**src/hw/l1_icache_consts.svh**
```systemverilog
// Instruction cache geometry, field widths and refill beat count
`ifndef L1_ICACHE_CONSTS_SVH
`define L1_ICACHE_CONSTS_SVH

// Associativity and number of sets
`define L1I_WAYS 4
`define L1I_SETS 16

// A 64-byte line is moved as eight 8-byte beats
`define L1I_LINE_BEATS 8

// Address split: tag | set index | byte offset in line
`define L1I_TAG_W 22
`define L1I_INDEX_W 4
`define L1I_OFFSET_W 6

`endif

```
**src/hw/l1_icache_pkg.sv**
```systemverilog
// Vector types and refill state encoding shared by the instruction cache blocks
`default_nettype none
`include "l1_icache_consts.svh"

package l1_icache_pkg;

	// Addresses and single instructions
	typedef logic [31:0] addr_t;
	typedef logic [31:0] inst_t;
	typedef logic [11:0] mmu_flags_t;

	// One memory beat holds an instruction pair
	typedef logic [63:0] beat_t;
	typedef logic [23:0] beat_flags_t;

	// Whole line as stored in the array
	typedef logic [`L1I_LINE_BEATS*64-1:0] line_t;
	typedef logic [`L1I_LINE_BEATS*24-1:0] line_flags_t;

	// Address fields
	typedef logic [`L1I_TAG_W-1:0] tag_t;
	typedef logic [`L1I_INDEX_W-1:0] index_t;
	typedef logic [$clog2(`L1I_LINE_BEATS)-1:0] beat_idx_t;

	// Miss handling FSM
	typedef enum logic [1:0] {
		REFILL_IDLE,
		REFILL_REQ,
		REFILL_GET,
		REFILL_OUT
	} refill_state_t;

endpackage

`default_nettype wire

```
**src/hw/l1_icache_if.sv**
```systemverilog
// Lookup result interface and line fill interface with their modports
`default_nettype none

interface l1_icache_lookup_if import l1_icache_pkg::*; ();

	// One pulse per lookup, held under next-stage lock
	logic valid;
	logic hit;
	beat_t data;
	beat_flags_t flags;

	modport source (
		output valid,
		output hit,
		output data,
		output flags
	);

	modport sink (
		input valid,
		input hit,
		input data,
		input flags
	);

endinterface

interface l1_icache_fill_if import l1_icache_pkg::*; ();

	// Single-cycle strobe writes a full line
	logic req;
	addr_t addr;
	line_t data;
	line_flags_t flags;

	modport master (
		output req,
		output addr,
		output data,
		output flags
	);

	modport slave (
		input req,
		input addr,
		input data,
		input flags
	);

endinterface

`default_nettype wire

```
**src/hw/l1_icache_refill.sv**
```systemverilog
// Miss FSM: beat requests to memory, line gathering and requested pair capture
`default_nettype none
`include "l1_icache_consts.svh"

module l1_icache_refill import l1_icache_pkg::*; (
	input logic iCLOCK,
	input logic inRESET,
	l1_icache_lookup_if.sink lookup,
	input addr_t req_addr,
	input logic next_lock,
	output logic mem_req,
	output addr_t mem_addr,
	input logic mem_lock,
	input logic mem_valid,
	input beat_t mem_data,
	input beat_flags_t mem_flags,
	l1_icache_fill_if.master fill,
	output logic busy,
	output logic out_present,
	output beat_t out_beat,
	output beat_flags_t out_flags,
	output logic out_upper
);

	localparam beat_idx_t LAST_BEAT = beat_idx_t'(`L1I_LINE_BEATS - 1);

	refill_state_t state;

	// Separate counters for issued and returned beats
	beat_idx_t req_cnt;
	beat_idx_t get_cnt;

	addr_t miss_addr;
	line_t line_buf;
	line_flags_t flags_buf;
	beat_idx_t want_beat;
	logic miss_seen;

	assign miss_seen = lookup.valid && !lookup.hit && !next_lock;
	assign want_beat = miss_addr[`L1I_OFFSET_W-1:3];

	always_ff @(posedge iCLOCK or negedge inRESET) begin
		if (!inRESET) begin
			state <= REFILL_IDLE;
			req_cnt <= '0;
			get_cnt <= '0;
		end
		else begin
			case (state)
				REFILL_IDLE: begin
					if (miss_seen) begin
						state <= REFILL_REQ;
						req_cnt <= '0;
						get_cnt <= '0;
					end
				end
				REFILL_REQ, REFILL_GET: begin
					// Request side only advances when memory takes the beat
					if ((state == REFILL_REQ) && !mem_lock) begin
						req_cnt <= req_cnt + 1'b1;
						if (req_cnt == LAST_BEAT) begin
							state <= REFILL_GET;
						end
					end
					if (mem_valid) begin
						get_cnt <= get_cnt + 1'b1;
						if (get_cnt == LAST_BEAT) begin
							state <= REFILL_OUT;
						end
					end
				end
				REFILL_OUT: begin
					if (!next_lock) begin
						state <= REFILL_IDLE;
					end
				end
				default: begin
					state <= REFILL_IDLE;
				end
			endcase
		end
	end

	// Miss address latched at the start of a refill
	always_ff @(posedge iCLOCK) begin
		if ((state == REFILL_IDLE) && miss_seen) begin
			miss_addr <= req_addr;
		end
	end

	// Beats shift in from the top, beat 0 ends up lowest
	always_ff @(posedge iCLOCK) begin
		if (mem_valid && ((state == REFILL_REQ) || (state == REFILL_GET))) begin
			line_buf <= {mem_data, line_buf[$bits(line_t)-1:$bits(beat_t)]};
			flags_buf <= {mem_flags, flags_buf[$bits(line_flags_t)-1:$bits(beat_flags_t)]};
			if (get_cnt == want_beat) begin
				out_beat <= mem_data;
				out_flags <= mem_flags;
			end
		end
	end

	// Memory request side
	assign mem_req = (state == REFILL_REQ);
	assign mem_addr = {miss_addr[31:`L1I_OFFSET_W], req_cnt, 3'b000};

	// Line write as the result leaves
	assign fill.req = (state == REFILL_OUT) && !next_lock;
	assign fill.addr = miss_addr;
	assign fill.data = line_buf;
	assign fill.flags = flags_buf;

	assign busy = (state != REFILL_IDLE);
	assign out_present = (state == REFILL_OUT);
	assign out_upper = miss_addr[2];

endmodule

`default_nettype wire

```
**src/flat_wrapper.sv**
```systemverilog
// flat-port wrapper written by rule: the top's interface ports become plain ports
module l1_icache_refill_flat import l1_icache_pkg::*;
  (iCLOCK, inRESET, req_addr, next_lock, mem_req, mem_addr, mem_lock, mem_valid, mem_data, mem_flags, busy, out_present, out_beat, out_flags, out_upper, lookup_valid, lookup_hit, lookup_data, lookup_flags, fill_req, fill_addr, fill_data, fill_flags);
  l1_icache_lookup_if lookup_i ();
  l1_icache_fill_if fill_i ();
  input logic iCLOCK;
  input logic inRESET;
  input addr_t req_addr;
  input logic next_lock;
  output logic mem_req;
  output addr_t mem_addr;
  input logic mem_lock;
  input logic mem_valid;
  input beat_t mem_data;
  input beat_flags_t mem_flags;
  output logic busy;
  output logic out_present;
  output beat_t out_beat;
  output beat_flags_t out_flags;
  output logic out_upper;
  input wire logic [$bits(lookup_i.valid)-1:0] lookup_valid;
  input wire logic [$bits(lookup_i.hit)-1:0] lookup_hit;
  input wire logic [$bits(lookup_i.data)-1:0] lookup_data;
  input wire logic [$bits(lookup_i.flags)-1:0] lookup_flags;
  output wire logic [$bits(fill_i.req)-1:0] fill_req;
  output wire logic [$bits(fill_i.addr)-1:0] fill_addr;
  output wire logic [$bits(fill_i.data)-1:0] fill_data;
  output wire logic [$bits(fill_i.flags)-1:0] fill_flags;
  assign lookup_i.valid = lookup_valid;
  assign lookup_i.hit = lookup_hit;
  assign lookup_i.data = lookup_data;
  assign lookup_i.flags = lookup_flags;
  assign fill_req = fill_i.req;
  assign fill_addr = fill_i.addr;
  assign fill_data = fill_i.data;
  assign fill_flags = fill_i.flags;
  l1_icache_refill u_core (.iCLOCK(iCLOCK), .inRESET(inRESET), .lookup(lookup_i), .req_addr(req_addr), .next_lock(next_lock), .mem_req(mem_req), .mem_addr(mem_addr), .mem_lock(mem_lock), .mem_valid(mem_valid), .mem_data(mem_data), .mem_flags(mem_flags), .fill(fill_i), .busy(busy), .out_present(out_present), .out_beat(out_beat), .out_flags(out_flags), .out_upper(out_upper));
endmodule
```
**config.mk**
```make
export PLATFORM = sky130hd
export DESIGN_NAME = l1_icache_refill_flat
export DESIGN_NICKNAME = d
export VERILOG_FILES = /design/src/hw/l1_icache_pkg.sv /design/src/hw/l1_icache_if.sv /design/src/hw/l1_icache_refill.sv /design/src/flat_wrapper.sv
export VERILOG_INCLUDE_DIRS = /design/src /design/src/hw
export SDC_FILE = /design/constraint.sdc
export NUM_CORES = 1
export LEC_CHECK = 0
export ABC_CLOCK_PERIOD_IN_PS = 67800
export BUFFER_PORTS_ARGS = -buffer_cell sky130_fd_sc_hd__buf_2
export CORE_AREA = 2 2 420 422
export DETAILED_ROUTE_END_ITERATION = 7
export DIE_AREA = 0 0 422 424
export HOLD_SLACK_MARGIN = 0.15
export PLACE_DENSITY = 0.41
export SYNTH_ARGS = -nofsm -noshare
export SYNTH_HDL_FRONTEND = slang
export SYNTH_SLANG_ARGS = --single-unit
```
**constraint.sdc**
```tcl
create_clock -name iCLOCK -period 67.8 [get_ports iCLOCK]
set_clock_uncertainty 0.2 [all_clocks]
set_input_delay 13.56 -clock iCLOCK [delete_from_list [all_inputs] [get_ports iCLOCK]]
set_output_delay 13.56 -clock iCLOCK [all_outputs]
set_load 0.05 [all_outputs]
```
==> flow_metrics.tcl, run 1 <==
set metrics [dict create \
    status "finished clean" \
    worstSetupPathType "in2out" \
    grtUsageTotal_pct 10.83 \
    via_count 13860 \
    reg2reg_slack_ps 63270 \
    ys_seq_elements 832 \
    drt_first_iter_violations 1576 \
    syn_area_um2 25600 \
    clk_pin_slew_ps 50 \
    power_frac_clock_pct 25.8 \
    cts_tree "done" \
    die-area_um2 178900 \
    core_um2 175000 \
    root_buffer "clkbuf_16" \
    fin_hold_ws_ps 203.3 \
    p_int_w 0.001146 \
    min_period_over_period_pct 41.11 \
    critical_path_arrival_ps 14110 \
    cts_buffers 96 \
    rsz0062_at_grt "no" \
    postCtsSetupRepairBufs 0 \
    worstMarginPinSlew_ps 1100 \
    async_reset_ff_share_pct 0.9615 \
    antenna_found_initial 25 \
    synthFlopType "edfxtp_1" \
    required_ps 54040 \
    vdd.ir_drop.worst_uv 24.00 \
    rr_endpoint "u_core.fill.data[418]" \
    antenna_left 0 \
    power_switching_share_pct 43.57 \
    max_freq_mhz 35.88 \
    synthTopCellsByArea "edfxtp_1 97%, buf_4 0.88%, dfrtp_1 0.78%, ha_1 0.34%, o221ai_1 0.21%" \
    die_y_um 424 \
    relSlewSlack_pct 26.67 \
    std_cell_rows 154 \
    combPwrFrac_pct 32.9 \
    drive_gt1_share_pct 54.55 \
    grt_pass1_vias 13250 \
    io_pins 1076 \
    fin_tns_setup_ps 0 \
    grt_pass1_wl_mm 129.3 \
    ctsResizeCount 0 \
    cp_max_fo 4 \
    pwr-share-seq_pct 41.3 \
    portBuffers 984 \
    power.leakage_nw 13.50 \
    routedWlPerCell_um 23.13 \
    report.final.slew_viol_count 0 \
    worst_setup_path_start_kind "input port" \
    yosysSeqAreaShare_pct 97.42 \
    die-width_um 422 \
    synth_common_cells "824 x edfxtp_1, 30 x buf_4, 11 x nand2_1, 8 x dfrtp_1, 7 x ha_1" \
    hp-start "u_core.fill.data[505]" \
    report.final.setup_viol 0 \
    cts-hold-fix-buffers 0 \
    yosysTopAreaCell "edfxtp_1" \
    grt_overflow 0 \
    finalWeightedCongestion 0.8629 \
    fin_nets 2211 \
    yosysMostFrequentCell "edfxtp_1" \
    cap_violations 0 \
    synth_area_per_cell_um2 27.59 \
    synth.distinct_cells 29 \
    dp_hpwl_mm 79.66 \
    h-tree-depth 3 \
    r2r-start "u_core.state[0]" \
    ys_warn_count 0 \
    hp-class "reg2reg" \
    initial_core_util_pct 14.63 \
    synth-edff-count 824 \
    power-per-cell-area_nw_per_um2 55.65 \
    synth_top_area_share_pct 96.64 \
    drc 0 \
    whs_path_depth 0 \
    viasPerCell 3.140 \
    whs_endpoint "u_core.fill.data[441]" \
    cts_buffer_depth 3 \
    area.growth.synth_to_final_pct 42.54 \
    reg2regPathDepth 6 \
    routed_wl_mm 102.1 \
    power.net_switching_w 0.0008847 \
    clk_latency_ps 720 \
    final-hold-violation-count 0 \
    synthCells 928 \
    period_needed_ps 27870 \
    firstDrtPassIters 5 \
    cts.sinks 832 \
    end_kind "output pin" \
    grt_max_degree 172 \
]
[critical path: stages]
cell and delay, ps:
buf_2 120, nor2b_1 100, buf_2 330
[worst max-delay path by stage]
stage / start / to / slack (ps) / cells after the start
3_3_place_gp: next_lock / fill_req / 39900 / 3
5_1_grt: next_lock / fill_req / 39890 / 3
4_1_cts: next_lock / fill_req / 39900 / 3
2_1_floorplan: mem_valid / u_core.out_beat[0] / 27360 / 4
6_report: next_lock / fill_req / 39930 / 3
3_5_place_dp: next_lock / fill_req / 39900 / 3
[per-stage QoR]
step / worst slack [ps] / area, µm² / power [W] / utilization [%] / instances
6_report: 39930 / 36490 / 0.002031 / 20.86 / 4414
5_1_grt: 39890 / 36470 / 0.002098 / 20.85 / 4406
4_1_cts: 39900 / 36470 / 0.002062 / 20.85 / 4406
3_5_place_dp: 39900 / 33340 / 0.001526 / 19.06 / 4231
3_3_place_gp: 39900 / 33340 / 0.001526 / 19.06 / 4231
2_1_floorplan: 27360 / 25610 / 0.001411 / - / 930
[placed cells by master (no fill, tap or decap), types with 2 or more instances in the layout]
cell / n
nand3b_1: 2
clkbuf_16: 98
clkinv_4: 5
clkbuf_1: 29
buf_2: 984
buf_4: 8
clkinv_1: 18
nand2_1: 11
edfxtp_1: 824
clkinv_2: 5
clkinvlp_4: 5
and2_1: 2
conb_1: 3
ha_1: 7
buf_12: 2
o221ai_1: 6
nand3_1: 6
dfrtp_1: 8
nor2b_1: 3
a21oi_1: 2
inv_1: 6
and2_4: 2
xor2_1: 2
diode_2: 8
clkinv_16: 3
inv_6: 2
bufinv_16: 9
[flip-flops by register name, indices dropped and copies added (netlist names)]
signal	cells
u_core.fill.data	512
u_core.fill.flags	192
u_core.out_beat	64
u_core.fill.addr	32
u_core.out_flags	24
u_core.get_cnt	3
u_core.req_cnt	3
u_core.state	2
[layer usage]
metal / up-vias / wire (µm) / global-route usage, %
li1: 5872 / - / -
met1: 7251 / 44490 / 14.63
met2: 591 / 47170 / 16.48
met3: 134 / 8121 / 3.448
met4: 12 / 2222 / 3.220
met5: - / 80 / 0
[power groups by stage]
stage | Clock, W | Sequential (W) | Combinational (W)
global route | 0.000560 | 0.000854 | 0.000685
finish | 0.000524 | 0.000839 | 0.000668
floorplan | 0 | 0.00135 | 0.0000629
global placement | 0 | 0.000845 | 0.000681
detailed placement | 0 | 0.000847 | 0.000679
CTS | 0.000543 | 0.000840 | 0.000679
[logic make-up after synthesis]
group                    after synthesis  share of synthesized area (%)
flip-flops                           832                          97.42
buffers and inverters                 39                          1.016
AND/OR/NAND/NOR                       33                         0.6891
AO/OA/AOI/OAI                         13                         0.4105
adder cells (fa/ha/maj)                7                         0.3421
XOR/XNOR                               3                         0.1026
other                                  1                        0.01465
[final cells by class]
type	count	area [µm²]
fill	18660	138500
sequential	832	24940
timing repair buffer	994	5025
tap	2340	2928
clock buffer	127	2561
clock inverter	48	571.8
multi-input combinational	59	421.7
inverter	6	22.52
antenna	8	20.02
Power figures use the tool's default switching activity.
==> run 2, diff against run 1 <==
--- a/config.mk
+++ b/config.mk
@@ -6,13 +6,13 @@
 export SDC_FILE = /design/constraint.sdc
 export NUM_CORES = 1
 export LEC_CHECK = 0
-export ABC_CLOCK_PERIOD_IN_PS = 67800
+export ABC_CLOCK_PERIOD_IN_PS = 26800
 export BUFFER_PORTS_ARGS = -buffer_cell sky130_fd_sc_hd__buf_2
-export CORE_AREA = 2 2 420 422
+export CORE_AREA = 2 2 425 427
 export DETAILED_ROUTE_END_ITERATION = 7
-export DIE_AREA = 0 0 422 424
+export DIE_AREA = 0 0 427 429
 export HOLD_SLACK_MARGIN = 0.15
-export PLACE_DENSITY = 0.41
+export PLACE_DENSITY = 0.4
 export SYNTH_ARGS = -nofsm -noshare
 export SYNTH_HDL_FRONTEND = slang
 export SYNTH_SLANG_ARGS = --single-unit
==> constraint.sdc (replaced) <==
create_clock -name iCLOCK -period 26.8 [get_ports iCLOCK]
set_clock_uncertainty 0.2 [all_clocks]
set_input_delay 5.36 -clock iCLOCK [delete_from_list [all_inputs] [get_ports iCLOCK]]
set_output_delay 5.36 -clock iCLOCK [all_outputs]
set_load 0.05 [all_outputs]
==> run 2 against run 1 <==
- critical endpoint unchanged
- largest power group unchanged
- non-clock buffer count rose by 2
- register-to-register slack got worse by 42000 ps
- core utilization fell by 0.38 points
- via count fell by 0.42%
- first-iteration DRC count fell by 23%
- sequential power rose to 2.5 times the previous value
- combinational power rose to 2.5 times the previous value
- clock-buffer cell count fell by 6
- total power rose to 2.5 times the previous value
==> flow_metrics.tcl, run 2 (synthesized netlist as in run 1, its figures left out) <==
set metrics [dict create \
    root_buffer "clkbuf_16" \
    critical_path_arrival_ps 5930 \
    power-per-cell-area_nw_per_um2 139.8 \
    via_count 13800 \
    viasPerCell 3.111 \
    grtUsageTotal_pct 10.52 \
    grt_max_degree 89 \
    crit_family "buffers and inverters" \
    final_common_cell "buf_2" \
    routed_wl_mm 101.2 \
    report.final.slew_viol_count 0 \
    worst_setup_path_start_kind "input port" \
    drive_gt1_share_pct 54.70 \
    critical-path-slowest-cell "buf_2" \
    finalWeightedCongestion 0.9091 \
    core_um2 178000 \
    clk_pin_slew_ps 60 \
    cts-hold-fix-buffers 0 \
    power.leakage_nw 13.50 \
    die_y_um 429 \
    portBuffers 984 \
    fin_ws_ps 15310 \
    fin_tns_setup_ps 0 \
    end_kind "output pin" \
    postCtsSetupRepairBufs 0 \
    io_pins 1076 \
    initial_core_util_pct 14.38 \
    cp_max_fo 4 \
    routedWlPerCell_um 22.80 \
    min_period_over_period_pct 42.86 \
    final-hold-violation-count 0 \
    grt_pass1_wl_mm 127.9 \
    rsz0062_at_grt "no" \
    most-common-layout-cells "984 x buf_2, 824 x edfxtp_1, 97 x clkbuf_16" \
    hp-class "reg2reg" \
    report.final.setup_viol 0 \
    grt_overflow 0 \
    clk_latency_ps 720 \
    antenna_left 0 \
    grt_pass1_vias 13150 \
    cts_buffer_depth 3 \
    antenna_found_initial 27 \
    path_common_cell "buf_2" \
    worstMarginPinSlew_ps 1010 \
    ctsResizeCount 0 \
    worstSetupPathType "in2out" \
    area.growth.synth_to_final_pct 42.38 \
    cap_violations 0 \
    cts_tree "done" \
    die-area_um2 183200 \
    critPathMaxStageDelay_ps 320 \
    pre_cts_ws_ps 15320 \
    relSlewSlack_pct 32.65 \
    firstDrtPassIters 5 \
    vdd.ir_drop.worst_uv 57.74 \
    fin_nets 2213 \
    cp_cell_sequence "buf_2, nor2b_1, buf_2" \
    h-tree-depth 3 \
    required_ps 21240 \
    cp_num_buf_inv 2 \
    dp_hpwl_mm 79.29 \
    cts_buffers 96 \
    reg2reg_slack_ps 21460 \
    drc 0 \
    largest_reg_flops 512 \
    max_freq_mhz 87.05 \
    std_cell_rows 155 \
    status "finished clean" \
    period_needed_ps 11490 \
    die-width_um 427 \
    cts.sinks 832 \
    drt_first_iter_violations 1206 \
]
==> run 2: changes by cell type in the layout (fill, tap and decap cells not counted), sizes merged <==
| cell | previous run | this run |
|---|---|---|
| clkinv | 31 | 44 |
| clkbuf | 127 | 121 |
| buf | 994 | 996 |
| bufinv | 9 | 6 |
| diode | 8 | 9 |
| inv | 9 | 12 |
| clkinvlp | 5 | 3 |
==> run 2: worst register-to-register path, stage by stage, from the launching register on <==
cell,delay (ps)
dfrtp_1,410
inv_1,60
ha_1,500
and2_4,530
buf_4,600
buf_4,790
buf_4,860
buf_4,970
==> run 2: area by class of cell <==
type | instances | area, µm²
fillers | 19000 | 141600
flip-flops and latches | 832 | 24940
diodes | 9 | 22.52
clock inverters | 59 | 543.0
well taps | 2355 | 2947
repair buffers | 996 | 5027
clock buffers | 121 | 2527
inverters | 6 | 22.52
multi-input cells | 59 | 421.7
==> run 2: path summary, 6_finish.rpt <==
path                       depth (start not counted)                    end                   from
min in group asynchronous                          1      u_core.get_cnt[0]                inRESET
setup reg to reg                                   7  u_core.fill.flags[28]        u_core.state[0]
hold reg to reg                                    0  u_core.fill.data[122]  u_core.fill.data[186]
max in group asynchronous                          1        u_core.state[1]                inRESET
setup / recovery                                   3               fill_req              next_lock
hold / removal                                     0  u_core.fill.data[122]  u_core.fill.data[186]
==> run 2: per-layer routing <==
layer	vias to the layer above	global-route usage (%)	part of all wire [%]
li1	5885	-	-
met1	7239	13.68	42
met2	562	17.25	49
met3	108	2.554	6.3
met4	8	3.030	2.0
met5	-	0	0.055
==> run 2: where the power goes <==
part           switching (W)  internal [W]
Sequential          0.000197       0.00191
Combinational        0.00147      0.000224
Clock               0.000561      0.000731
Total                0.00223       0.00287
==> run 2: per-stage QoR <==
stage	hold WS [ps]	power [W]	instance area, µm²	utilization, %	cells
after global placement	222.3	0.003854	33360	18.74	4248
after detailed placement	226.3	0.003859	33360	18.74	4248
after floorplan	286.4	0.003420	25610	-	930
final	223.7	0.005097	36460	20.48	4437
after global routing	219.4	0.005265	36440	20.47	4431
after CTS	214.5	0.005174	36430	20.46	4428
