===== src/hw/l1_icache_consts.svh =====
// Instruction cache geometry, field widths and refill beat count
`ifndef L1_ICACHE_CONSTS_SVH
`define L1_ICACHE_CONSTS_SVH

// Associativity and number of sets
`define L1I_WAYS 4
`define L1I_SETS 16

// A 64-byte line is moved as eight 8-byte beats
`define L1I_LINE_BEATS 8

// Address split: tag | set index | byte offset in line
`define L1I_TAG_W 22
`define L1I_INDEX_W 4
`define L1I_OFFSET_W 6

`endif


===== src/hw/l1_icache_pkg.sv =====
// Vector types and refill state encoding shared by the instruction cache blocks
`default_nettype none
`include "l1_icache_consts.svh"

package l1_icache_pkg;

	// Addresses and single instructions
	typedef logic [31:0] addr_t;
	typedef logic [31:0] inst_t;
	typedef logic [11:0] mmu_flags_t;

	// One memory beat holds an instruction pair
	typedef logic [63:0] beat_t;
	typedef logic [23:0] beat_flags_t;

	// Whole line as stored in the array
	typedef logic [`L1I_LINE_BEATS*64-1:0] line_t;
	typedef logic [`L1I_LINE_BEATS*24-1:0] line_flags_t;

	// Address fields
	typedef logic [`L1I_TAG_W-1:0] tag_t;
	typedef logic [`L1I_INDEX_W-1:0] index_t;
	typedef logic [$clog2(`L1I_LINE_BEATS)-1:0] beat_idx_t;

	// Miss handling FSM
	typedef enum logic [1:0] {
		REFILL_IDLE,
		REFILL_REQ,
		REFILL_GET,
		REFILL_OUT
	} refill_state_t;

endpackage

`default_nettype wire


===== src/hw/l1_icache_if.sv =====
// Lookup result interface and line fill interface with their modports
`default_nettype none

interface l1_icache_lookup_if import l1_icache_pkg::*; ();

	// One pulse per lookup, held under next-stage lock
	logic valid;
	logic hit;
	beat_t data;
	beat_flags_t flags;

	modport source (
		output valid,
		output hit,
		output data,
		output flags
	);

	modport sink (
		input valid,
		input hit,
		input data,
		input flags
	);

endinterface


`default_nettype wire


===== src/hw/l1_icache_fetch_out.sv =====
// Fetch acceptance, in-flight tracking and slot output selection
`default_nettype none

module l1_icache_fetch_out import l1_icache_pkg::*; (
	input logic iCLOCK,
	input logic inRESET,
	input logic remove,
	input logic fetch_req,
	input addr_t fetch_addr,
	output logic accepted,
	output addr_t req_addr,
	l1_icache_lookup_if.sink lookup,
	input logic refill_busy,
	input logic out_present,
	input beat_t out_beat,
	input beat_flags_t out_flags,
	input logic out_upper,
	input logic next_lock,
	output logic fetch_lock,
	output logic slot0_valid,
	output inst_t slot0_inst,
	output mmu_flags_t slot0_flags,
	output logic slot1_valid,
	output inst_t slot1_inst,
	output mmu_flags_t slot1_flags
);

	logic [1:0] inflight;
	logic result_avail;
	logic retire;
	logic upper;
	beat_t sel_beat;
	beat_flags_t sel_flags;

	// Stall on miss, refill or next stage lock
	assign fetch_lock = refill_busy || next_lock || (lookup.valid && !lookup.hit);
	assign accepted = fetch_req && !fetch_lock;

	always_ff @(posedge iCLOCK) begin
		if (accepted) begin
			req_addr <= fetch_addr;
		end
	end

	// Refill result takes priority over a hit
	assign result_avail = out_present || (lookup.valid && lookup.hit);
	assign retire = result_avail && (inflight != 2'd0) && !next_lock;
	assign upper = out_present ? out_upper : req_addr[2];
	assign sel_beat = out_present ? out_beat : lookup.data;
	assign sel_flags = out_present ? out_flags : lookup.flags;

	// Outstanding fetches, remove discards them
	always_ff @(posedge iCLOCK or negedge inRESET) begin
		if (!inRESET) begin
			inflight <= 2'd0;
		end
		else if (remove) begin
			inflight <= {1'b0, accepted};
		end
		else if (accepted && !retire) begin
			inflight <= inflight + 2'd1;
		end
		else if (!accepted && retire) begin
			inflight <= inflight - 2'd1;
		end
	end

	// Upper word moves to slot 0 for an odd word address
	assign slot0_valid = retire && !remove;
	assign slot0_inst = upper ? sel_beat[63:32] : sel_beat[31:0];
	assign slot0_flags = upper ? sel_flags[23:12] : sel_flags[11:0];
	assign slot1_valid = retire && !remove && !upper;
	assign slot1_inst = sel_beat[63:32];
	assign slot1_flags = sel_flags[23:12];

endmodule

`default_nettype wire


===== src/flat_wrapper.sv =====
// flat-port wrapper written by rule: the top's interface ports become plain ports
module l1_icache_fetch_out_flat import l1_icache_pkg::*;
  (iCLOCK, inRESET, remove, fetch_req, fetch_addr, accepted, req_addr, refill_busy, out_present, out_beat, out_flags, out_upper, next_lock, fetch_lock, slot0_valid, slot0_inst, slot0_flags, slot1_valid, slot1_inst, slot1_flags, lookup_valid, lookup_hit, lookup_data, lookup_flags);
  l1_icache_lookup_if lookup_i ();
  input logic iCLOCK;
  input logic inRESET;
  input logic remove;
  input logic fetch_req;
  input addr_t fetch_addr;
  output logic accepted;
  output addr_t req_addr;
  input logic refill_busy;
  input logic out_present;
  input beat_t out_beat;
  input beat_flags_t out_flags;
  input logic out_upper;
  input logic next_lock;
  output logic fetch_lock;
  output logic slot0_valid;
  output inst_t slot0_inst;
  output mmu_flags_t slot0_flags;
  output logic slot1_valid;
  output inst_t slot1_inst;
  output mmu_flags_t slot1_flags;
  input wire logic [$bits(lookup_i.valid)-1:0] lookup_valid;
  input wire logic [$bits(lookup_i.hit)-1:0] lookup_hit;
  input wire logic [$bits(lookup_i.data)-1:0] lookup_data;
  input wire logic [$bits(lookup_i.flags)-1:0] lookup_flags;
  assign lookup_i.valid = lookup_valid;
  assign lookup_i.hit = lookup_hit;
  assign lookup_i.data = lookup_data;
  assign lookup_i.flags = lookup_flags;
  l1_icache_fetch_out u_core (.iCLOCK(iCLOCK), .inRESET(inRESET), .remove(remove), .fetch_req(fetch_req), .fetch_addr(fetch_addr), .accepted(accepted), .req_addr(req_addr), .lookup(lookup_i), .refill_busy(refill_busy), .out_present(out_present), .out_beat(out_beat), .out_flags(out_flags), .out_upper(out_upper), .next_lock(next_lock), .fetch_lock(fetch_lock), .slot0_valid(slot0_valid), .slot0_inst(slot0_inst), .slot0_flags(slot0_flags), .slot1_valid(slot1_valid), .slot1_inst(slot1_inst), .slot1_flags(slot1_flags));
endmodule

===== config.mk =====
export PLATFORM = sky130hd
export DESIGN_NAME = l1_icache_fetch_out_flat
export DESIGN_NICKNAME = d
export VERILOG_FILES = /design/src/hw/l1_icache_pkg.sv /design/src/hw/l1_icache_if.sv /design/src/hw/l1_icache_fetch_out.sv /design/src/flat_wrapper.sv
export VERILOG_INCLUDE_DIRS = /design/src /design/src/hw
export SDC_FILE = /design/constraint.sdc
export NUM_CORES = 1
export LEC_CHECK = 0
export ABC_CLOCK_PERIOD_IN_PS = 1980
export BUFFER_PORTS_ARGS = -buffer_cell sky130_fd_sc_hd__buf_2
export CAP_MARGIN = 25
export CORE_AREA = 2 2 135 137
export DETAILED_ROUTE_END_ITERATION = 12
export DIE_AREA = 0 0 137 139
export PLACE_DENSITY_LB_ADDON = 0.12
export SYNTH_ARGS = -nofsm -noshare
export SYNTH_HDL_FRONTEND = slang
export SYNTH_SLANG_ARGS = --single-unit

===== constraint.sdc =====
create_clock -name iCLOCK -period 1.98 [get_ports iCLOCK]
set_clock_uncertainty 0.2 [all_clocks]
set_input_delay 0.198 -clock iCLOCK [delete_from_list [all_inputs] [get_ports iCLOCK]]
set_output_delay 0.198 -clock iCLOCK [all_outputs]
set_load 0.03 [all_outputs]

==> results by stage, run 1 <==
Finish:
- The fraction of layout cells with a size suffix above 1 is 73.46%.
- The library cell used most frequently in the layout, excluding fill and tap cells, is sky130_fd_sc_hd__buf_2.
- The area growth from synthesis to layout is 128.6%.
- In the final layout, flip-flops and latches occupy 1011 µm².
- The number of nets in the layout is 850.
- The multi-input logic area is 1705 µm².
- The library cells used most frequently in the layout, excluding fill and tap cells, are sky130_fd_sc_hd__buf_2, sky130_fd_sc_hd__mux2_2, sky130_fd_sc_hd__mux2i_1, sky130_fd_sc_hd__buf_6, sky130_fd_sc_hd__nor2_1.
- The layout has approximately 1,900 filler cells.

Global routing:
- Global routing used 13.39% of the available tracks.
- The number of antenna violations at the first check in global routing is 1.
- Global routing finished with a remaining overflow of 0.
- The number of global-route vias before repair is 3,602.
- The global-route wire length before repair is 19,620 µm.
- Entering global routing, the biggest net connects 48 pins.

Synthesis:
- Sequential cells were found to cover around two fifths of the synthesized design area.
- The top cell type's share of synthesized area is a little under two fifths.
- The net count after synthesis is 466.
- After Yosys synthesis, and, or, nand and nor cells account for 8.284% of the synthesized area.
- The leading area contributor after synthesis is sky130_fd_sc_hd__edfxtp_1.
- The adder and majority gate portion of the synthesized area is 0%.
- The total of warnings raised by yosys is 0.
- The synthesized area per cell is 10.29 µm².
- The instance count of the mapped netlist is 248.
- Sorting the synthesized cells by area gives the leading types as sky130_fd_sc_hd__edfxtp_1, sky130_fd_sc_hd__mux2_2, sky130_fd_sc_hd__mux2i_1.
- The total standard cell area after synthesis is 2552 µm².
- The fraction of the mapped netlist area in compound gates is 10.74%.
- The proportion of synthesized area in mux cells is approximately 37%.
- The synthesized netlist devotes less than 1% of its cell area to XOR and XNOR gates.
- The number of library cell types mapped by synthesis is 21.
- After synthesis, the largest family of logic cells by area is multiplexers.
- After synthesis the netlist holds a flip-flop and latch count of 34.

Pwr:
- The share of total power in combinational logic is 50.6%.
- The share of total power dissipated in sequential elements is about a quarter.
- The overall power after layout is 3.194 mW.
- The peak supply drop is 590.7 µV.
- The internal power of the cells totals between 2 and 2.5 mW.
- The net switching power figure is 1.191 mW.
- The power density over the cells is 547.3 nW/µm².
- The leakage power is 2.816 nW.
- The clock network is responsible for 23.4% of the overall power.
- Of the total power, the share spent switching nets is between 30% and 40%.

CTS:
- The maximum level of the CTS H-tree is 2.
- The clock drives 34 sinks.
- The latest clock arrival within the worst-skew pair is between 0.2 and 0.3 ns.
- The TritonCTS buffer count is 5.
- The buffer cell driving the clock tree root is sky130_fd_sc_hd__clkbuf_16.
- The clock-pin slew on the worst setup and hold paths is 0.05 ns.
- TritonCTS built the clock tree.
- No sink is reached through more buffers than the 2 on the longest clock path.

Critical path:
- The worst reg2reg path depth is 3.
- The cell with the largest stage delay on the worst path is sky130_fd_sc_hd__edfxtp_1.
- The critical path starts at u_core.req_addr[2].
- The largest fanout of any net on the critical path is 15.
- The kind of capture point of the worst setup path is a primary output.
- The critical path contains buffers and inverters numbering 3 combined.
- The reg-to-reg startpoint is u_core.inflight[0].
- The gate family responsible for the most delay along the worst path is buffers and inverters.
- The critical path is of the register to primary output type.
- The critical path capture point is slot0_inst[7].
- The data arrival at the endpoint of the critical path is 1.58 ns.
- Data on the critical path is required at its endpoint by 1.58 ns.
- Setup slack on the worst reg-to-reg path comes out at 0.43 ns.
- The startpoint class of the critical path is a register.
- The critical path goes through mux2i_4, buf_12, buf_16, nor2_1, a21oi_4, buf_6.
- The number of logic stages on the critical path including buffering is 6.
- The biggest cell delay along the critical path is 0.42 ns.
- The capturing point of the worst reg2reg path is u_core.inflight[0].

Route:
- The count of nets left with antenna violations after detail routing is 0.
- The detail-routed via count per cell is 4.052.
- Detailed routing inserted a total of 3,497 vias.
- The length of the first detailed-routing pass in iterations is 4.
- In the final routed layout, each cell accounts on average for 16.38 µm.
- The total wire length after detailed routing is 14,140 µm.
- The number of design rule violations left after detail routing is 0.
- In this run, the number of DRC markers left after iteration 0 of detailed routing was 74.

Worst hold path:
- The classification of the worst-slack hold path is input port to register.

STA:
- The fmax is just over 500 MHz.
- The final critical-path share of the clock period is about 100%.
- The relative slew slack is between 70% and 80%.
- The shortest period the worst path allows is 1.975 ns.
- The final hold violation count is 0.
- The worst hold slack is 0.01014 ns.
- Setup repair after global routing could not meet its margin everywhere.
- In the final timing run, aggregate negative setup slack is 0 ns.
- At the pin with the least slew margin, the transition time is about 0.36 ns.
- The number of pins with negative max-slew slack in the final report is 0.
- The number of setup violations in the final report is 0.

Job:
- Across the run, the number of max-cap violations was 0.

Floorplan:
- The top-level I/O count is approximately 340.
- The number of placement rows is 49.
- The die covers 19,040 µm².
- Measured along the x axis, the die boundary spans between 100 and 150 µm.
- The initial utilization of the core area, before any placement, comes to around 14%.
- The vertical extent of the die is 139 µm.
- The floorplan step defined a core boundary enclosing 17,660 µm².

Place:
- At the end of routability-driven placement, the weighted congestion stood at 0.8367.
- The HPWL after detailed placement is 10,690 µm.
- The quantity of I/O buffers inserted on ports is ~340.

Outcome:
- The run finished with clean final reports.
## cells by family after synthesis
| logic type | count (synthesis) |
|---|---|
| xor+xnor | 1 |
| compound gates | 52 |
| mux | 89 |
| buf+inv | 20 |
| simple gates | 52 |
| flops | 34 |
## power by group through the flow
stage | logic, mW | registers [mW] | clock network, mW
5_1_grt | 1.71 | 0.833 | 0.796
4_1_cts | 1.56 | 0.830 | 0.762
3_5_place_dp | 1.32 | 0.844 | 0
6_report | 1.62 | 0.830 | 0.747
3_3_place_gp | 1.31 | 0.845 | 0
2_1_floorplan | 0.745 | 0.902 | 0
## synth_stat cells
library cell and number:
sky130_fd_sc_hd__buf_2 12, sky130_fd_sc_hd__nor2_1 46, sky130_fd_sc_hd__mux2i_2 1, sky130_fd_sc_hd__a41o_1 1, sky130_fd_sc_hd__or3_1 1, sky130_fd_sc_hd__xor2_1 1, sky130_fd_sc_hd__or4b_1 1, sky130_fd_sc_hd__edfxtp_1 32
sky130_fd_sc_hd__buf_4 2, sky130_fd_sc_hd__inv_1 1, sky130_fd_sc_hd__a21oi_2 1, sky130_fd_sc_hd__o211a_1 1, sky130_fd_sc_hd__mux2i_1 44, sky130_fd_sc_hd__o21ai_0 2, sky130_fd_sc_hd__mux2_2 44, sky130_fd_sc_hd__a21oi_1 47
sky130_fd_sc_hd__and2_1 1, sky130_fd_sc_hd__or2_2 1, sky130_fd_sc_hd__nor3_1 2, sky130_fd_sc_hd__clkbuf_1 5, sky130_fd_sc_hd__dfrtp_1 2
## worst min path at each step
| stage | startpoint | end | slack [ns] | cells after the start |
|---|---|---|---|---|
| 3_3_place_gp | inRESET | u_core.inflight[0] | -0.21 | 1 |
| 4_1_cts | remove | u_core.inflight[1] | 0.005 | 3 |
| 5_1_grt | remove | u_core.inflight[1] | 0.02 | 3 |
| 2_1_floorplan | inRESET | u_core.inflight[0] | -0.30 | 0 |
| 6_report | remove | u_core.inflight[1] | 0.01 | 3 |
| 3_5_place_dp | inRESET | u_core.inflight[0] | -0.21 | 1 |
## per-stage QoR
stage / cells / utilization [%] / instance area (µm²) / worst slack (ns)
after floorplan: 248 / - / 2708 / -0.03571
after global placement: 813 / 27.10 / 4786 / 0.1068
after detailed placement: 813 / 27.10 / 4786 / 0.07613
after CTS: 861 / 32.03 / 5655 / -0.03857
after global routing: 863 / 33.05 / 5836 / -0.06092
final: 863 / 33.05 / 5836 / 0.005332
## tightest hold or removal path: cells and delay by family
| kind | cells | cell delay, ns |
|---|---|---|
| AND/OR/NAND/NOR | 1 | 0.04 |
| AO/OA/AOI/OAI | 1 | 0.10 |
| buffers and inverters | 1 | 0.11 |
## timing repair
action,CTS,global route
hold endpoints to repair,34,0
gates cloned,4,2
setup endpoints to repair,43,45
hold buffers,33,0
setup buffers,3,0
resized for setup,79,34
## state kept, by name, summed over array words and instances (netlist names)
signal,cells
u_core.inflight,2
u_core.req_addr,32
## metal layers
layer | vias up | GRT usage (%) | share of wire, %
met2 | 192 | 26.34 | 54
li1 | 1683 | - | -
met4 | 0 | 3.852 | 2.0
met1 | 1604 | 13.50 | 35
met5 | - | 0 | 0
met3 | 18 | 3.399 | 9.0
## area by class of cell
cell class | count | share of cell area, %
timing repair buffer | 396 | 46.01
multi-input combinational | 194 | 29.22
sequential | 34 | 17.32
tap | 229 | 4.910
clock buffer | 5 | 2.144
clock inverter | 3 | 0.2787
inverter | 1 | 0.06432
antenna | 1 | 0.04288
(Power assumes the default switching activity.)
==> run 2: changes to the inputs <==
--- a/config.mk
+++ b/config.mk
@@ -12,6 +12,7 @@
 export CORE_AREA = 2 2 135 137
 export DETAILED_ROUTE_END_ITERATION = 12
 export DIE_AREA = 0 0 137 139
+export MAX_ROUTING_LAYER = met4
 export PLACE_DENSITY_LB_ADDON = 0.12
 export SYNTH_ARGS = -nofsm -noshare
 export SYNTH_HDL_FRONTEND = slang
==> run 2 against run 1 <==
Cell count unchanged; cell area grew 0.26%; combinational power barely moved; critical endpoint unchanged; routed wire length increased by 0.13%; register-to-register slack barely moved; non-clock buffer count unchanged; setup slack worse by 0.0015 ns; total power up 0.15%; flip-flop and latch count stayed put.
==> results by stage, run 2 (synthesis gave the netlist of run 1 again) <==
Outcome:
- The flow ran to the end, and the final reports show no timing, DRC or antenna violations.

Floorplan:
- The top-level I/O count is 342 (unchanged).
- The number of placement rows was 49 (unchanged).
- The die area was 19,040 µm² (unchanged).
- The placeable core area is 17,660 µm² (unchanged).
- The initial cell density of the core is 14.46% (unchanged).
- The vertical extent of the die came to 139 µm (unchanged).
- The die width is 137 µm (unchanged).

Global routing:
- The maximum number of pins on one net before global-route repair was 48 (unchanged).
- The global-route usage over all layers is 13.77% (+0.39 points).
- The global-route wire length before repair is 19,570 µm (-0.24%).
- The number of global-route vias before repair was 3,607 (+0.14%).
- The number of antenna violations at the first check in global routing is 1 (unchanged).
- The remaining global-route overflow is 0 (unchanged).

STA:
- The final hold violation count is 0 (unchanged).
- The relative slew slack was 75.06% (about the same).
- The least setup slack across all paths after layout is 0.003840 ns (-0.001493 ns).
- The number of pins with negative max-slew slack in the final report is 0 (unchanged).
- The actual slew at the worst max-slew pin is 0.3637 ns (+0.00003362 ns).
- The number of setup violations in the final report came to 0 (unchanged).
- The shortest period the worst path allows came to 1.976 ns (+0.001493 ns).
- The fmax is 506.0 MHz (about the same).
- The final setup TNS is 0 ns (unchanged).
- The final critical-path share of the clock period came to 99.81% (about the same).
- Setup repair after global routing could not meet its margin everywhere.

Job:
- The number of maximum-capacitance violations is 0 (unchanged).

Critical path:
- The critical path buffer and inverter count is 3 (unchanged).
- The signal on the critical path passes through mux2i_4, buf_12, buf_16, nor2_1, a21oi_4, buf_6.
- The required time of the critical path is 1.58 ns (about the same).
- The gate family responsible for the most delay along the worst path is buffers and inverters.
- The largest fanout of any net on the critical path is 15 (unchanged).
- The slowest stage of the critical path belongs to the cell sky130_fd_sc_hd__edfxtp_1.
- The critical path starts at u_core.req_addr[2].
- By startpoint and endpoint, the worst setup path is classified as register to primary output.
- In this run the critical register-to-register path is launched from u_core.inflight[0].
- The worst setup path is launched from a register.
- The biggest cell delay along the critical path is 0.42 ns (about the same).
- The kind of capture point of the worst setup path is a primary output.
- The data arrival at the endpoint of the critical path is 1.58 ns (about the same).

Pwr:
- The peak supply drop is 591.5 µV (+0.14%).
- The power density over the cells is 546.7 nW/µm² (-0.11%).
- The share of total power in combinational logic is 50.8% (+0.2 points).
- The power share of the clock group is 23.3% (about the same).
- The switching share of power was 37.31% (about the same).
- The leakage power is 2.819 nW (+0.11%).
- The net switching power figure is 1.193 mW (+0.21%).
- The internal cell power is 2.005 mW (+0.12%).
- The fraction of power consumed by sequential logic is 26.0% (about the same).

Route:
- The total wire length after detailed routing is 14,160 µm (+0.13%).
- The iteration-0 DRC count of the detailed router is 80 (+8.1%).
- The total vias in the final route came to 3,489 (-0.23%).
- The number of design rule violations left after detail routing is 0 (unchanged).
- The count of nets left with antenna violations after detail routing is 0 (unchanged).
- The mean routed wirelength per cell was 16.40 µm (+0.13%).
- The detail-routed via count per cell is 4.043 (-0.23%).
- The length of the first detailed-routing pass in iterations was 4 (unchanged).

Finish:
- The leading cell type in the layout, fill and taps excluded is sky130_fd_sc_hd__buf_2.
- The fraction of layout cells with a size suffix above 1 was 73.46% (unchanged).
- The count of fill cells added during filler insertion is 1,856 (-0.054%).
- Relative to the synthesized area, the layout overhead comes to 129.2%.
- The register with the highest flop count is u_core.req_addr.
- The library cells used most frequently in the layout, excluding fill and tap cells, are sky130_fd_sc_hd__buf_2, sky130_fd_sc_hd__mux2_2, sky130_fd_sc_hd__mux2i_1, sky130_fd_sc_hd__buf_6, sky130_fd_sc_hd__nor2_1.
- The largest registers in the layout are u_core.req_addr x32, u_core.inflight x2.
- The number of nets in the layout is 850 (unchanged).
- The number of flip-flops under the largest register name came to 32 (unchanged).

Place:
- The HPWL after detailed placement was 10,690 µm (unchanged).
- The worst slack after detailed placement came to 0.07613 ns (unchanged).
- The quantity of I/O buffers inserted on ports is 341 (unchanged).
- The global placer's final weighted congestion is 0.8496 (+1.5%).

CTS:
- The latest clock arrival within the worst-skew pair is 0.28 ns (about the same).
- The maximum level of the CTS H-tree was 2 (unchanged).
- The clock sink total is 34 (unchanged).
- The clock tree from TritonCTS is yes.
- The tree is rooted in a sky130_fd_sc_hd__clkbuf_16.
- The clock-pin slew on the worst setup and hold paths is 0.05 ns (about the same).
- The TritonCTS buffer count is 5 (unchanged).
- The maximum number of buffers from clock root to sink is 2 (unchanged).

Worst hold path:
- The classification of the worst-slack hold path is input port to register.
- In this run the most critical hold path is launched from remove.
-- run 2: cell count changes in the layout (fill, tap and decap cells not counted) --
cell	delta
sky130_fd_sc_hd__a21oi_4	+2
sky130_fd_sc_hd__a21oi_2	-2
-- run 2: stage by stage --
| stage | util [%] | std cells | cell area, µm² | hold slack (ns) | total power [mW] |
|---|---|---|---|---|---|
| finish | 33.13 | 863 | 5851 | 0.01114 | 3.199 |
| detailed placement | 27.10 | 813 | 4786 | -0.2092 | 2.160 |
| global route | 33.13 | 863 | 5851 | 0.01811 | 3.348 |
| CTS | 32.03 | 861 | 5655 | 0.005314 | 3.154 |
| floorplan | - | 248 | 2708 | -0.2976 | 1.648 |
| global placement | 27.10 | 813 | 4786 | -0.2128 | 2.157 |
-- run 2: power groups by stage --
stage | Combinational, mW | Sequential (mW) | Clock (mW)
global route | 1.72 | 0.833 | 0.798
finish | 1.62 | 0.830 | 0.745
detailed placement | 1.32 | 0.844 | 0
CTS | 1.56 | 0.830 | 0.762
floorplan | 0.745 | 0.902 | 0
global placement | 1.31 | 0.845 | 0
-- run 2: per-layer routing --
metal | global-route usage, % | part of all wire [%] | vias to the layer above | wire [µm]
li1 | - | - | 1682 | -
met1 | 13.90 | 36 | 1587 | 5059
met2 | 26.18 | 54 | 200 | 7573
met3 | 2.851 | 8.7 | 20 | 1225
met4 | 3.961 | 2.1 | 0 | 296
met5 | - | 0 | - | 0
-- run 2: final cells by class --
class,count,area (µm²),area share [%]
clock buffers,5,125.1,2.139
multi-input cells,194,1720,29.41
well taps,229,286.5,4.897
clock inverters,3,16.27,0.2780
diodes,1,2.502,0.04277
repair buffers,396,2685,45.89
inverters,1,3.754,0.06416
flip-flops and latches,34,1011,17.28
-- run 2: final timing paths --
| check | depth (start not counted) | to | slack [ns] |
|---|---|---|---|
| setup / recovery | 6 | slot0_inst[7] | 0.004 |
| hold / removal | 3 | u_core.inflight[1] | 0.01 |
| setup reg to reg | 3 | u_core.inflight[0] | 0.43 |
| hold reg to reg | 2 | u_core.inflight[1] | 0.45 |
| max in group asynchronous | 2 | u_core.inflight[1] | 1.45 |
| min in group asynchronous | 2 | u_core.inflight[0] | 0.04 |
-- run 2: timing repair --
item,CTS,global route
hold endpoints to repair,34,0
resized for setup,79,36
hold buffers,33,0
endpoints found under the setup margin,43,45
gates cloned,4,2
buffers inserted,3,0
-- run 2: worst reg2reg max path: cells and delay by family, from the launching register on --
| family | cells | cell delay [ns] |
|---|---|---|
| and+or+nand+nor | 1 | 0.52 |
| AOI/OAI and AO/OA | 1 | 0.18 |
| DFF | 1 | 0.42 |
| xor gates and xnor gates | 1 | 0.15 |
